### src/design/fifo_pkg.sv
package fifo_pkg;

   // --------------------
   // Default sizes
   // --------------------
   parameter int DEFAULT_DEPTH      = 16;  // FIFO entries
   parameter int DEFAULT_AFULL_VAL  = 12;  // Almost-full at or above this count
   parameter int DEFAULT_AEMPTY_VAL = 4;   // Almost-empty at or below this count

   // --------------------
   // Shared struct types
   // --------------------

   // Level flags, registered in the occupancy tracker
   typedef struct packed {
      logic full;    // Occupancy equals depth
      logic afull;   // Occupancy at or above threshold
      logic empty;   // Nothing stored
      logic aempty;  // Occupancy at or below threshold
   } fifo_flags_t;

   // Error pulses, one cycle wide
   typedef struct packed {
      logic overflow;   // Write request while full
      logic underflow;  // Read request while empty
   } fifo_err_t;

   // Completion pulses, one cycle after the accepted strobe
   typedef struct packed {
      logic wack;  // Write acknowledge
      logic dvld;  // Read data valid
   } fifo_ack_t;

endpackage

### src/design/fifo_write_port.sv
`timescale 1ns/1ps

module fifo_write_port #(
   parameter int  DEPTH = fifo_pkg::DEFAULT_DEPTH,
   localparam int AW    = (DEPTH > 1) ? $clog2(DEPTH) : 1  // Address width
) (
   input  logic          pos_clk,
   input  logic          aresetn,
   input  logic          we_i,         // Write request strobe
   input  logic          full_i,       // Registered full flag
   output logic          wr_accept_o,  // Accepted write, same cycle
   output logic [AW-1:0] waddr_o,      // Memory write address
   output logic          wack_o,       // Acknowledge pulse
   output logic          overflow_o    // Dropped write pulse
);

   // Last valid address before wrap
   localparam logic [AW-1:0] LAST_ADDR = AW'(DEPTH - 1);

   // --------------------
   // Write gating
   // --------------------

   // Request passes only while not full
   assign wr_accept_o = we_i & ~full_i;

   // --------------------
   // Write address
   // --------------------
   always_ff @(posedge pos_clk or negedge aresetn) begin
      if (!aresetn) begin
         waddr_o <= '0;
      end else if (wr_accept_o) begin
         if (waddr_o == LAST_ADDR) begin
            waddr_o <= '0;                // Wrap at depth
         end else begin
            waddr_o <= waddr_o + 1'b1;    // Next entry
         end
      end
   end

   // --------------------
   // Handshake pulses
   // --------------------

   // Both pulses last exactly one cycle after the request
   always_ff @(posedge pos_clk or negedge aresetn) begin
      if (!aresetn) begin
         wack_o     <= 1'b0;
         overflow_o <= 1'b0;
      end else begin
         wack_o     <= wr_accept_o;       // Write taken
         overflow_o <= we_i & full_i;     // Write dropped
      end
   end

endmodule

### src/design/fifo_read_port.sv
`timescale 1ns/1ps

module fifo_read_port #(
   parameter int  DEPTH = fifo_pkg::DEFAULT_DEPTH,
   localparam int AW    = (DEPTH > 1) ? $clog2(DEPTH) : 1  // Address width
) (
   input  logic          pos_clk,
   input  logic          aresetn,
   input  logic          re_i,         // Read request strobe
   input  logic          empty_i,      // Registered empty flag
   output logic          rd_accept_o,  // Accepted read, same cycle
   output logic [AW-1:0] raddr_o,      // Memory read address
   output logic          dvld_o,       // Data valid pulse
   output logic          underflow_o   // Dropped read pulse
);

   // Last valid address before wrap
   localparam logic [AW-1:0] LAST_ADDR = AW'(DEPTH - 1);

   // --------------------
   // Read gating
   // --------------------

   // Request passes only while something is stored
   assign rd_accept_o = re_i & ~empty_i;

   // --------------------
   // Read address
   // --------------------
   always_ff @(posedge pos_clk or negedge aresetn) begin
      if (!aresetn) begin
         raddr_o <= '0;
      end else if (rd_accept_o) begin
         if (raddr_o == LAST_ADDR) begin
            raddr_o <= '0;                // Wrap at depth
         end else begin
            raddr_o <= raddr_o + 1'b1;    // Next entry
         end
      end
   end

   // --------------------
   // Handshake pulses
   // --------------------

   // Memory data is ready the cycle after the read strobe
   always_ff @(posedge pos_clk or negedge aresetn) begin
      if (!aresetn) begin
         dvld_o      <= 1'b0;
         underflow_o <= 1'b0;
      end else begin
         dvld_o      <= rd_accept_o;      // Read taken
         underflow_o <= re_i & empty_i;   // Read dropped
      end
   end

endmodule

### src/design/fifo_occupancy.sv
`timescale 1ns/1ps

module fifo_occupancy #(
   parameter int  DEPTH      = fifo_pkg::DEFAULT_DEPTH,
   parameter int  AFULL_VAL  = fifo_pkg::DEFAULT_AFULL_VAL,
   parameter int  AEMPTY_VAL = fifo_pkg::DEFAULT_AEMPTY_VAL,
   localparam int CW         = $clog2(DEPTH + 1)  // Holds 0 through DEPTH
) (
   input  logic                  pos_clk,
   input  logic                  aresetn,
   input  logic                  wr_accept_i,  // Write taken this cycle
   input  logic                  rd_accept_i,  // Read taken this cycle
   output fifo_pkg::fifo_flags_t flags_o,      // Registered level flags
   output logic [CW-1:0]         count_o       // Occupancy, one cycle late
);

   // Thresholds sized to the counter
   localparam logic [CW-1:0] FULL_CNT   = CW'(DEPTH);
   localparam logic [CW-1:0] AFULL_CNT  = CW'(AFULL_VAL);
   localparam logic [CW-1:0] AEMPTY_CNT = CW'(AEMPTY_VAL);

   logic [CW-1:0]         occ_q;      // Current occupancy
   logic [CW-1:0]         occ_nxt;    // Occupancy after a one-way transfer
   logic                  one_way;    // Exactly one strobe accepted
   fifo_pkg::fifo_flags_t flags_nxt;  // Flag values for occ_nxt

   // --------------------
   // Transfer direction
   // --------------------

   // A write plus a read in the same cycle cancel out
   assign one_way = wr_accept_i ^ rd_accept_i;

   // Only meaningful while one_way is high
   always_comb begin
      if (wr_accept_i) begin
         occ_nxt = occ_q + CW'(1);   // One more entry
      end else begin
         occ_nxt = occ_q - CW'(1);   // One less entry
      end
   end

   // --------------------
   // Occupancy counter
   // --------------------
   always_ff @(posedge pos_clk or negedge aresetn) begin
      if (!aresetn) begin
         occ_q <= '0;
      end else if (one_way) begin
         occ_q <= occ_nxt;
      end
   end

   // --------------------
   // Next flag values
   // --------------------

   // Flags describe the state after this transfer,
   // so they are compared against occ_nxt and not occ_q
   always_comb begin
      flags_nxt        = '0;
      flags_nxt.full   = (occ_nxt == FULL_CNT);    // Last slot just filled
      flags_nxt.afull  = (occ_nxt >= AFULL_CNT);   // Upper threshold
      flags_nxt.empty  = (occ_nxt == '0);          // Last entry just left
      flags_nxt.aempty = (occ_nxt <= AEMPTY_CNT);  // Lower threshold
   end

   // --------------------
   // Flag registers
   // --------------------

   // Held through idle cycles and balanced transfers
   always_ff @(posedge pos_clk or negedge aresetn) begin
      if (!aresetn) begin
         flags_o.full   <= 1'b0;
         flags_o.afull  <= 1'b0;
         flags_o.empty  <= 1'b1;   // Starts with nothing stored
         flags_o.aempty <= 1'b1;
      end else if (one_way) begin
         flags_o <= flags_nxt;
      end
   end

   // --------------------
   // Count output
   // --------------------

   // Registered copy, lags the flags by one more cycle
   always_ff @(posedge pos_clk or negedge aresetn) begin
      if (!aresetn) begin
         count_o <= '0;
      end else begin
         count_o <= occ_q;
      end
   end

endmodule

### src/design/sync_fifo_ctrl.sv
`timescale 1ns/1ps

module sync_fifo_ctrl #(
   parameter int  DEPTH      = fifo_pkg::DEFAULT_DEPTH,
   parameter int  AFULL_VAL  = fifo_pkg::DEFAULT_AFULL_VAL,
   parameter int  AEMPTY_VAL = fifo_pkg::DEFAULT_AEMPTY_VAL,
   localparam int AW         = (DEPTH > 1) ? $clog2(DEPTH) : 1,  // Address width
   localparam int CW         = $clog2(DEPTH + 1)                 // Count width
) (
   input  logic                  pos_clk,
   input  logic                  aresetn,
   input  logic                  we_i,        // Write request
   input  logic                  re_i,        // Read request
   output fifo_pkg::fifo_flags_t flags_o,     // full, afull, empty, aempty
   output logic [CW-1:0]         count_o,     // Occupancy count
   output fifo_pkg::fifo_err_t   err_o,       // overflow, underflow
   output fifo_pkg::fifo_ack_t   ack_o,       // wack, dvld
   output logic                  memwe_o,     // Memory write enable
   output logic [AW-1:0]         memwaddr_o,  // Memory write address
   output logic                  memre_o,     // Memory read enable
   output logic [AW-1:0]         memraddr_o   // Memory read address
);

   logic wr_accept;  // Write gated by full
   logic rd_accept;  // Read gated by empty

   // --------------------
   // Write port
   // --------------------
   fifo_write_port #(
      .DEPTH (DEPTH)
   ) u_write_port (
      .pos_clk     (pos_clk),
      .aresetn     (aresetn),
      .we_i        (we_i),
      .full_i      (flags_o.full),     // Feedback from tracker
      .wr_accept_o (wr_accept),
      .waddr_o     (memwaddr_o),
      .wack_o      (ack_o.wack),
      .overflow_o  (err_o.overflow)
   );

   // --------------------
   // Read port
   // --------------------
   fifo_read_port #(
      .DEPTH (DEPTH)
   ) u_read_port (
      .pos_clk     (pos_clk),
      .aresetn     (aresetn),
      .re_i        (re_i),
      .empty_i     (flags_o.empty),    // Feedback from tracker
      .rd_accept_o (rd_accept),
      .raddr_o     (memraddr_o),
      .dvld_o      (ack_o.dvld),
      .underflow_o (err_o.underflow)
   );

   // --------------------
   // Occupancy tracker
   // --------------------
   fifo_occupancy #(
      .DEPTH      (DEPTH),
      .AFULL_VAL  (AFULL_VAL),
      .AEMPTY_VAL (AEMPTY_VAL)
   ) u_occupancy (
      .pos_clk     (pos_clk),
      .aresetn     (aresetn),
      .wr_accept_i (wr_accept),
      .rd_accept_i (rd_accept),
      .flags_o     (flags_o),
      .count_o     (count_o)
   );

   // Memory strobes are the accepted requests, same cycle
   assign memwe_o = wr_accept;
   assign memre_o = rd_accept;

endmodule

### config.mk
export PLATFORM = sky130hd
export DESIGN_NAME = sync_fifo_ctrl
export DESIGN_NICKNAME = d
export VERILOG_FILES = /design/src/design/fifo_pkg.sv /design/src/design/fifo_write_port.sv /design/src/design/fifo_read_port.sv /design/src/design/fifo_occupancy.sv /design/src/design/sync_fifo_ctrl.sv
export SDC_FILE = /design/constraint.sdc
export NUM_CORES = 1
export LEC_CHECK = 0
export BUFFER_PORTS_ARGS = -buffer_cell sky130_fd_sc_hd__buf_4
export CAP_MARGIN = 25
export CORE_ASPECT_RATIO = 1.2
export CORE_MARGIN = 4
export CORE_UTILIZATION = 49
export DETAILED_ROUTE_END_ITERATION = 16
export PLACE_DENSITY = 0.76
export REMOVE_ABC_BUFFERS = 1
export SLEW_MARGIN = 20
export SYNTH_ARGS = -nofsm -noshare
export SYNTH_HDL_FRONTEND = slang
export SYNTH_HIERARCHICAL = 1
export SYNTH_SLANG_ARGS = --single-unit
### constraint.sdc
create_clock -name pos_clk -period 4.11 [get_ports pos_clk]
set_clock_uncertainty 0.05 [all_clocks]
set_input_delay 0.2055 -clock pos_clk [delete_from_list [all_inputs] [get_ports pos_clk]]
set_output_delay 0.2055 -clock pos_clk [all_outputs]
set_load 0.02 [all_outputs]
Word level (Yosys, flattened, before mapping):

Index checks and enable logic that the tools add are counted.

* register bits: 26
* input bits: 4
* output and inout bits: 23

* bitwise logic cells: 7
* reductions and logical operators: 1
* multiplexer cells: 3
* order comparisons: 2
* equality and inequality tests: 3
* add/sub/neg operators: 4

Operator list (count)
* $add 4x1->4 const B: 2
* $eq 4x4->1 const B: 2
* $mux 4: 2
* $add 5x1->5 const B: 1
* $eq 5x5->1 const B: 1
* $ge 5x4->1 const B: 1
* $le 5x3->1 const B: 1
* $logic_not 5->1: 1
* $mux 5: 1
* $sub 5x1->5 const B: 1
* $and 1x1->1: 4
* $not 1->1: 2
* $xor 1x1->1: 1

Logic depth before layout (Yosys ltp):

* word-level depth: 4
* mapped depth: 8
* depth with buffers taken out: 8

Cells and area by module:

Netlist, hierarchy kept.

Modules (own cells, without submodules)
* fifo_occupancy: area each 695.7 µm², cells each 58, seq. area each 352.8 µm², instances 1
* fifo_read_port: area each 260.2 µm², cells each 22, seq. area each 150.1 µm², instances 1
* fifo_write_port: area each 256.5 µm², cells each 22, seq. area each 150.1 µm², instances 1

Least setup slack after synthesis:

Ideal clock, no wire load.

* path kind: reg2reg
* start: register, netlist name u_occupancy/flags_o[3]
* end: register, netlist name u_occupancy/flags_o[2]
* stages on the path, launching flop included: 8
* clock period less this slack: 2.216 ns
* path slack: 1.894 ns
* arrival: 2.042 ns
* setup time: 0.124 ns
* buffers on the path: 0
* path through: dfrtp_1 -> nand2b_4 -> clkinv_2 -> fa_1 -> nand2b_1 -> a21oi_4 -> xnor2_1 -> o31a_1

* longest elaborated chain between the ends: 4
* elaborated cells between the ends (all ways): 5

Ends and longest elaborated chain
* $not 1->1 *: RTL line fifo_write_port.sv:25 `assign wr_accept_o = we_i & ~full_i;`
* $and 1x1->1 *: RTL line fifo_write_port.sv:25
* net memwe_o: RTL line sync_fifo_ctrl.sv:18 `output logic memwe_o,`
* $mux 5: RTL line fifo_occupancy.sv:36 `if (wr_accept_i) begin`
* $ge 5x4->1: RTL line fifo_occupancy.sv:63 `flags_nxt.afull = (occ_nxt >= AFULL_CNT);`

Mark *: on every way through the listed nets, which the timed path passes. The rest lies on a longest branch.
A chain may end at the register's enable or synchronous reset.

Worst setup path after layout:

* start: register, netlist name u_occupancy/flags_o[3]
* end: register, netlist name u_occupancy/flags_o[2]

* longest elaborated chain between the ends: 4
* elaborated cells between the ends (all ways): 5

Ends and longest elaborated chain (RTL line)
* $not 1->1 *: fifo_write_port.sv:25
* $and 1x1->1 *: fifo_write_port.sv:25
* $mux 5: fifo_occupancy.sv:36
* $ge 5x4->1: fifo_occupancy.sv:63

Every way passes the cells marked *; elsewhere a longest branch is shown, timed or not.

==> results_dict.tcl <==
set metrics [dict create \
    nNetsFinal 144 \
    syn2layout_area_growth_pct 22.19 \
    setup_ws_ns 1.931 \
    die_y_microns 62.49 \
    setup_tns_ns 0 \
    syn-cell-area_sq_mm 0.001212 \
    synth_edf_count 0 \
    netlist_instances 102 \
    critPathSlowestCell "fa_1" \
    synth_seq_cells 26 \
    worstSetupEndpointType "flop" \
    fin_crit_ns 2.179 \
    ys_types 37 \
    yosysSeqAreaShare_pct 53.87 \
    holdPathEnd "u_read_port/underflow_o$_DFF_PN0_" \
    hp-class "in2reg" \
    cts.sinks 26 \
    synth-main-ff-cell "dfrtp_1" \
    synthTopCellsByArea "dfrtp_1 (50%), ha_1 (6.2%), dfstp_2 (4.3%)" \
    final_layout_size_suffix_gt1_share_pct 33.33 \
    hold_ws_ns 0.06544 \
    setup_viol 0 \
    worst_hold_path.num_cells 2 \
    dieWidth_microns 53.41 \
    crit_fanout 10 \
    rsz0062_at_grt "no" \
    top_layer "met4" \
    avgSynthCellArea_sq_um 11.89 \
    cts_resized 0 \
    cp_top_family "adder cells" \
    grt_pass1_vias 848 \
    core_area_sq_mm 0.002330 \
    hold_viol 0 \
    relSlewSlack_pct 63.12 \
    crit_buf_inv 1 \
    cap_violations 0 \
    yosys_warnings 6 \
    num_vias 846 \
    vias_per_cell 5.190 \
    grt.total_usage_pct 14.07 \
    status "completed" \
    powerDensity_mw_per_mm2 885.1 \
    detailed_place_hpwl_mm 1.652 \
    reg2reg_slack_ns 1.93 \
    postRouteWirelength_mm 2.198 \
    layout_commonest_cell "buf_4" \
    synth_top_cell_by_area "dfrtp_1" \
    worst_slew_pin_slew_ns 0.5526 \
    maxSlewViolCount 0 \
    worstPathArrival_ns 2.35 \
    grt_pass1_wl_mm 3.608 \
    boundaryPins 27 \
    post_cts_buffers 0 \
    cts.path.max_buffers 2 \
    cp.required_ns 4.28 \
    hold_buffers 1 \
    grt_antenna_before_repair 0 \
    wl_met1_microns 943 \
    wl_per_cell_microns 13.48 \
    grt_max_degree 27 \
    drc_errors 0 \
    cts_made_buffers 3 \
    n_antenna_cell 0 \
    ir_drop_mv 0.5564 \
    met3_length_microns 125 \
    htree_levels 1 \
    clock_latency_ns 0.32 \
    reg2reg_depth 7 \
    final_area_sq_mm 0.001481 \
    place_congestion 0.8665 \
    fillers 189 \
    cpPeakStageDelay_ns 0.48 \
    io_buffers 26 \
    gr-total-overflow 0 \
    wl_met2_mm 1.088 \
    fin_crit_sh_pct 53.01 \
    clock-root-buffer "clkbuf_4" \
    power.leakage_uw 0.0007190 \
    drtIter0Drc 22 \
    firstDrtPassIters 4 \
    dp_slack_ns 1.931 \
    placed_area_sq_mm 0.001435 \
    rows 19 \
    min_from "re_i" \
    cp-start-kind "flop" \
    initial_core_util_pct 52.04 \
    cts_tree "built" \
    critical_path_class "reg2reg" \
    synth_top_cell_area_share_pct 49.54 \
    finalCoreUtilization_pct 63.59 \
    max_freq_mhz 459.0 \
    clk_pin_slew_ns 0.13 \
    antenna_left 0 \
    worstReg2RegEnd "u_occupancy/flags_o[2]$_DFFE_PN0P_" \
    worstReg2RegStart "u_occupancy/flags_o[3]$_DFFE_PN0P_" \
    final_cell_mix "buf_4 (26), dfrtp_1 (24), nand2_1 (13)" \
    worstPathCellList "nand2b_4, clkinv_2, fa_1, nand2b_1, a21oi_4, xnor2_1, o31a_1" \
    synthArstFlopShare_pct 100.0 \
    dieArea_sq_mm 0.003338 \
]
[how the worst max path moves through the flow]
stage               cells after the start  slack (ns)                                 end                          startpoint
global route                            7        1.73  u_occupancy/flags_o[0]$_DFFE_PN1P_  u_occupancy/flags_o[3]$_DFFE_PN0P_
finish                                  7        1.93  u_occupancy/flags_o[2]$_DFFE_PN0P_  u_occupancy/flags_o[3]$_DFFE_PN0P_
detailed placement                      7        1.93  u_occupancy/flags_o[2]$_DFFE_PN0P_  u_occupancy/flags_o[3]$_DFFE_PN0P_
CTS                                     7        1.91  u_occupancy/flags_o[2]$_DFFE_PN0P_  u_occupancy/flags_o[3]$_DFFE_PN0P_
global placement                        7        1.99  u_occupancy/flags_o[2]$_DFFE_PN0P_  u_occupancy/flags_o[3]$_DFFE_PN0P_
floorplan                               7        1.89  u_occupancy/flags_o[2]$_DFFE_PN0P_  u_occupancy/flags_o[3]$_DFFE_PN0P_
[synthesized netlist by cell type (all sizes together), types with 3 or more instances]
| cell type | number |
|---|---|
| nand2 | 13 |
| o21ai | 3 |
| dfrtp | 24 |
| o41ai | 3 |
| nor2 | 4 |
| ha | 6 |
| xor2 | 3 |
| nand2b | 3 |
| a21oi | 6 |
| inv | 7 |
| xnor2 | 5 |
[routing by layer]
layer	GRT usage, %	up-vias
met1	16.90	408
met2	23.93	23
met5	0	-
li1	-	411
met3	1.909	4
met4	6.390	0
[kinds of logic after synthesis]
kind of cell,count (synthesis),synth area share [%]
adder cells (fa/ha/maj),7,7.843
AND/OR/NAND/NOR,30,13.83
XOR/XNOR,8,5.779
multiplexers,3,2.580
buffers and inverters,9,3.508
AO/OA/AOI/OAI,19,12.59
flip-flops,26,53.87
[power by group]
part | internal [uW] | switching (uW) | total, uW | leakage [uW]
clock network | 54.2 | 73.8 | 128 | 0.0000210
registers | 370 | 101 | 471 | 0.000311
logic | 311 | 401 | 712 | 0.000387
[registers in the layout, indices dropped and copies added (netlist names)]
register                 cells
u_occupancy/occ_q            5
u_occupancy/flags_o          4
u_read_port/raddr_o          4
u_read_port/underflow_o      1
u_write_port/waddr_o         4
u_write_port/wack_o          1
u_read_port/dvld_o           1
u_occupancy/count_o          5
u_write_port/overflow_o      1
[stage by stage]
step	std cells	power, uW
after detailed placement	158	1189
after CTS	163	1321
after global routing	163	1410
after global placement	158	1168
final	163	1311
after floorplan	101	947.6
[area by class of cell]
| cell class | instances | area (sq um) | share of cell area, % |
|---|---|---|---|
| clock buffer | 4 | 36.28 | 2.449 |
| sequential | 26 | 653.1 | 44.09 |
| tap | 31 | 38.79 | 2.618 |
| inverter | 8 | 31.28 | 2.111 |
| multi-input combinational | 67 | 516.7 | 34.88 |
| timing repair buffer | 27 | 205.2 | 13.85 |
No activity file was read; power rests on OpenSTA's default activity.
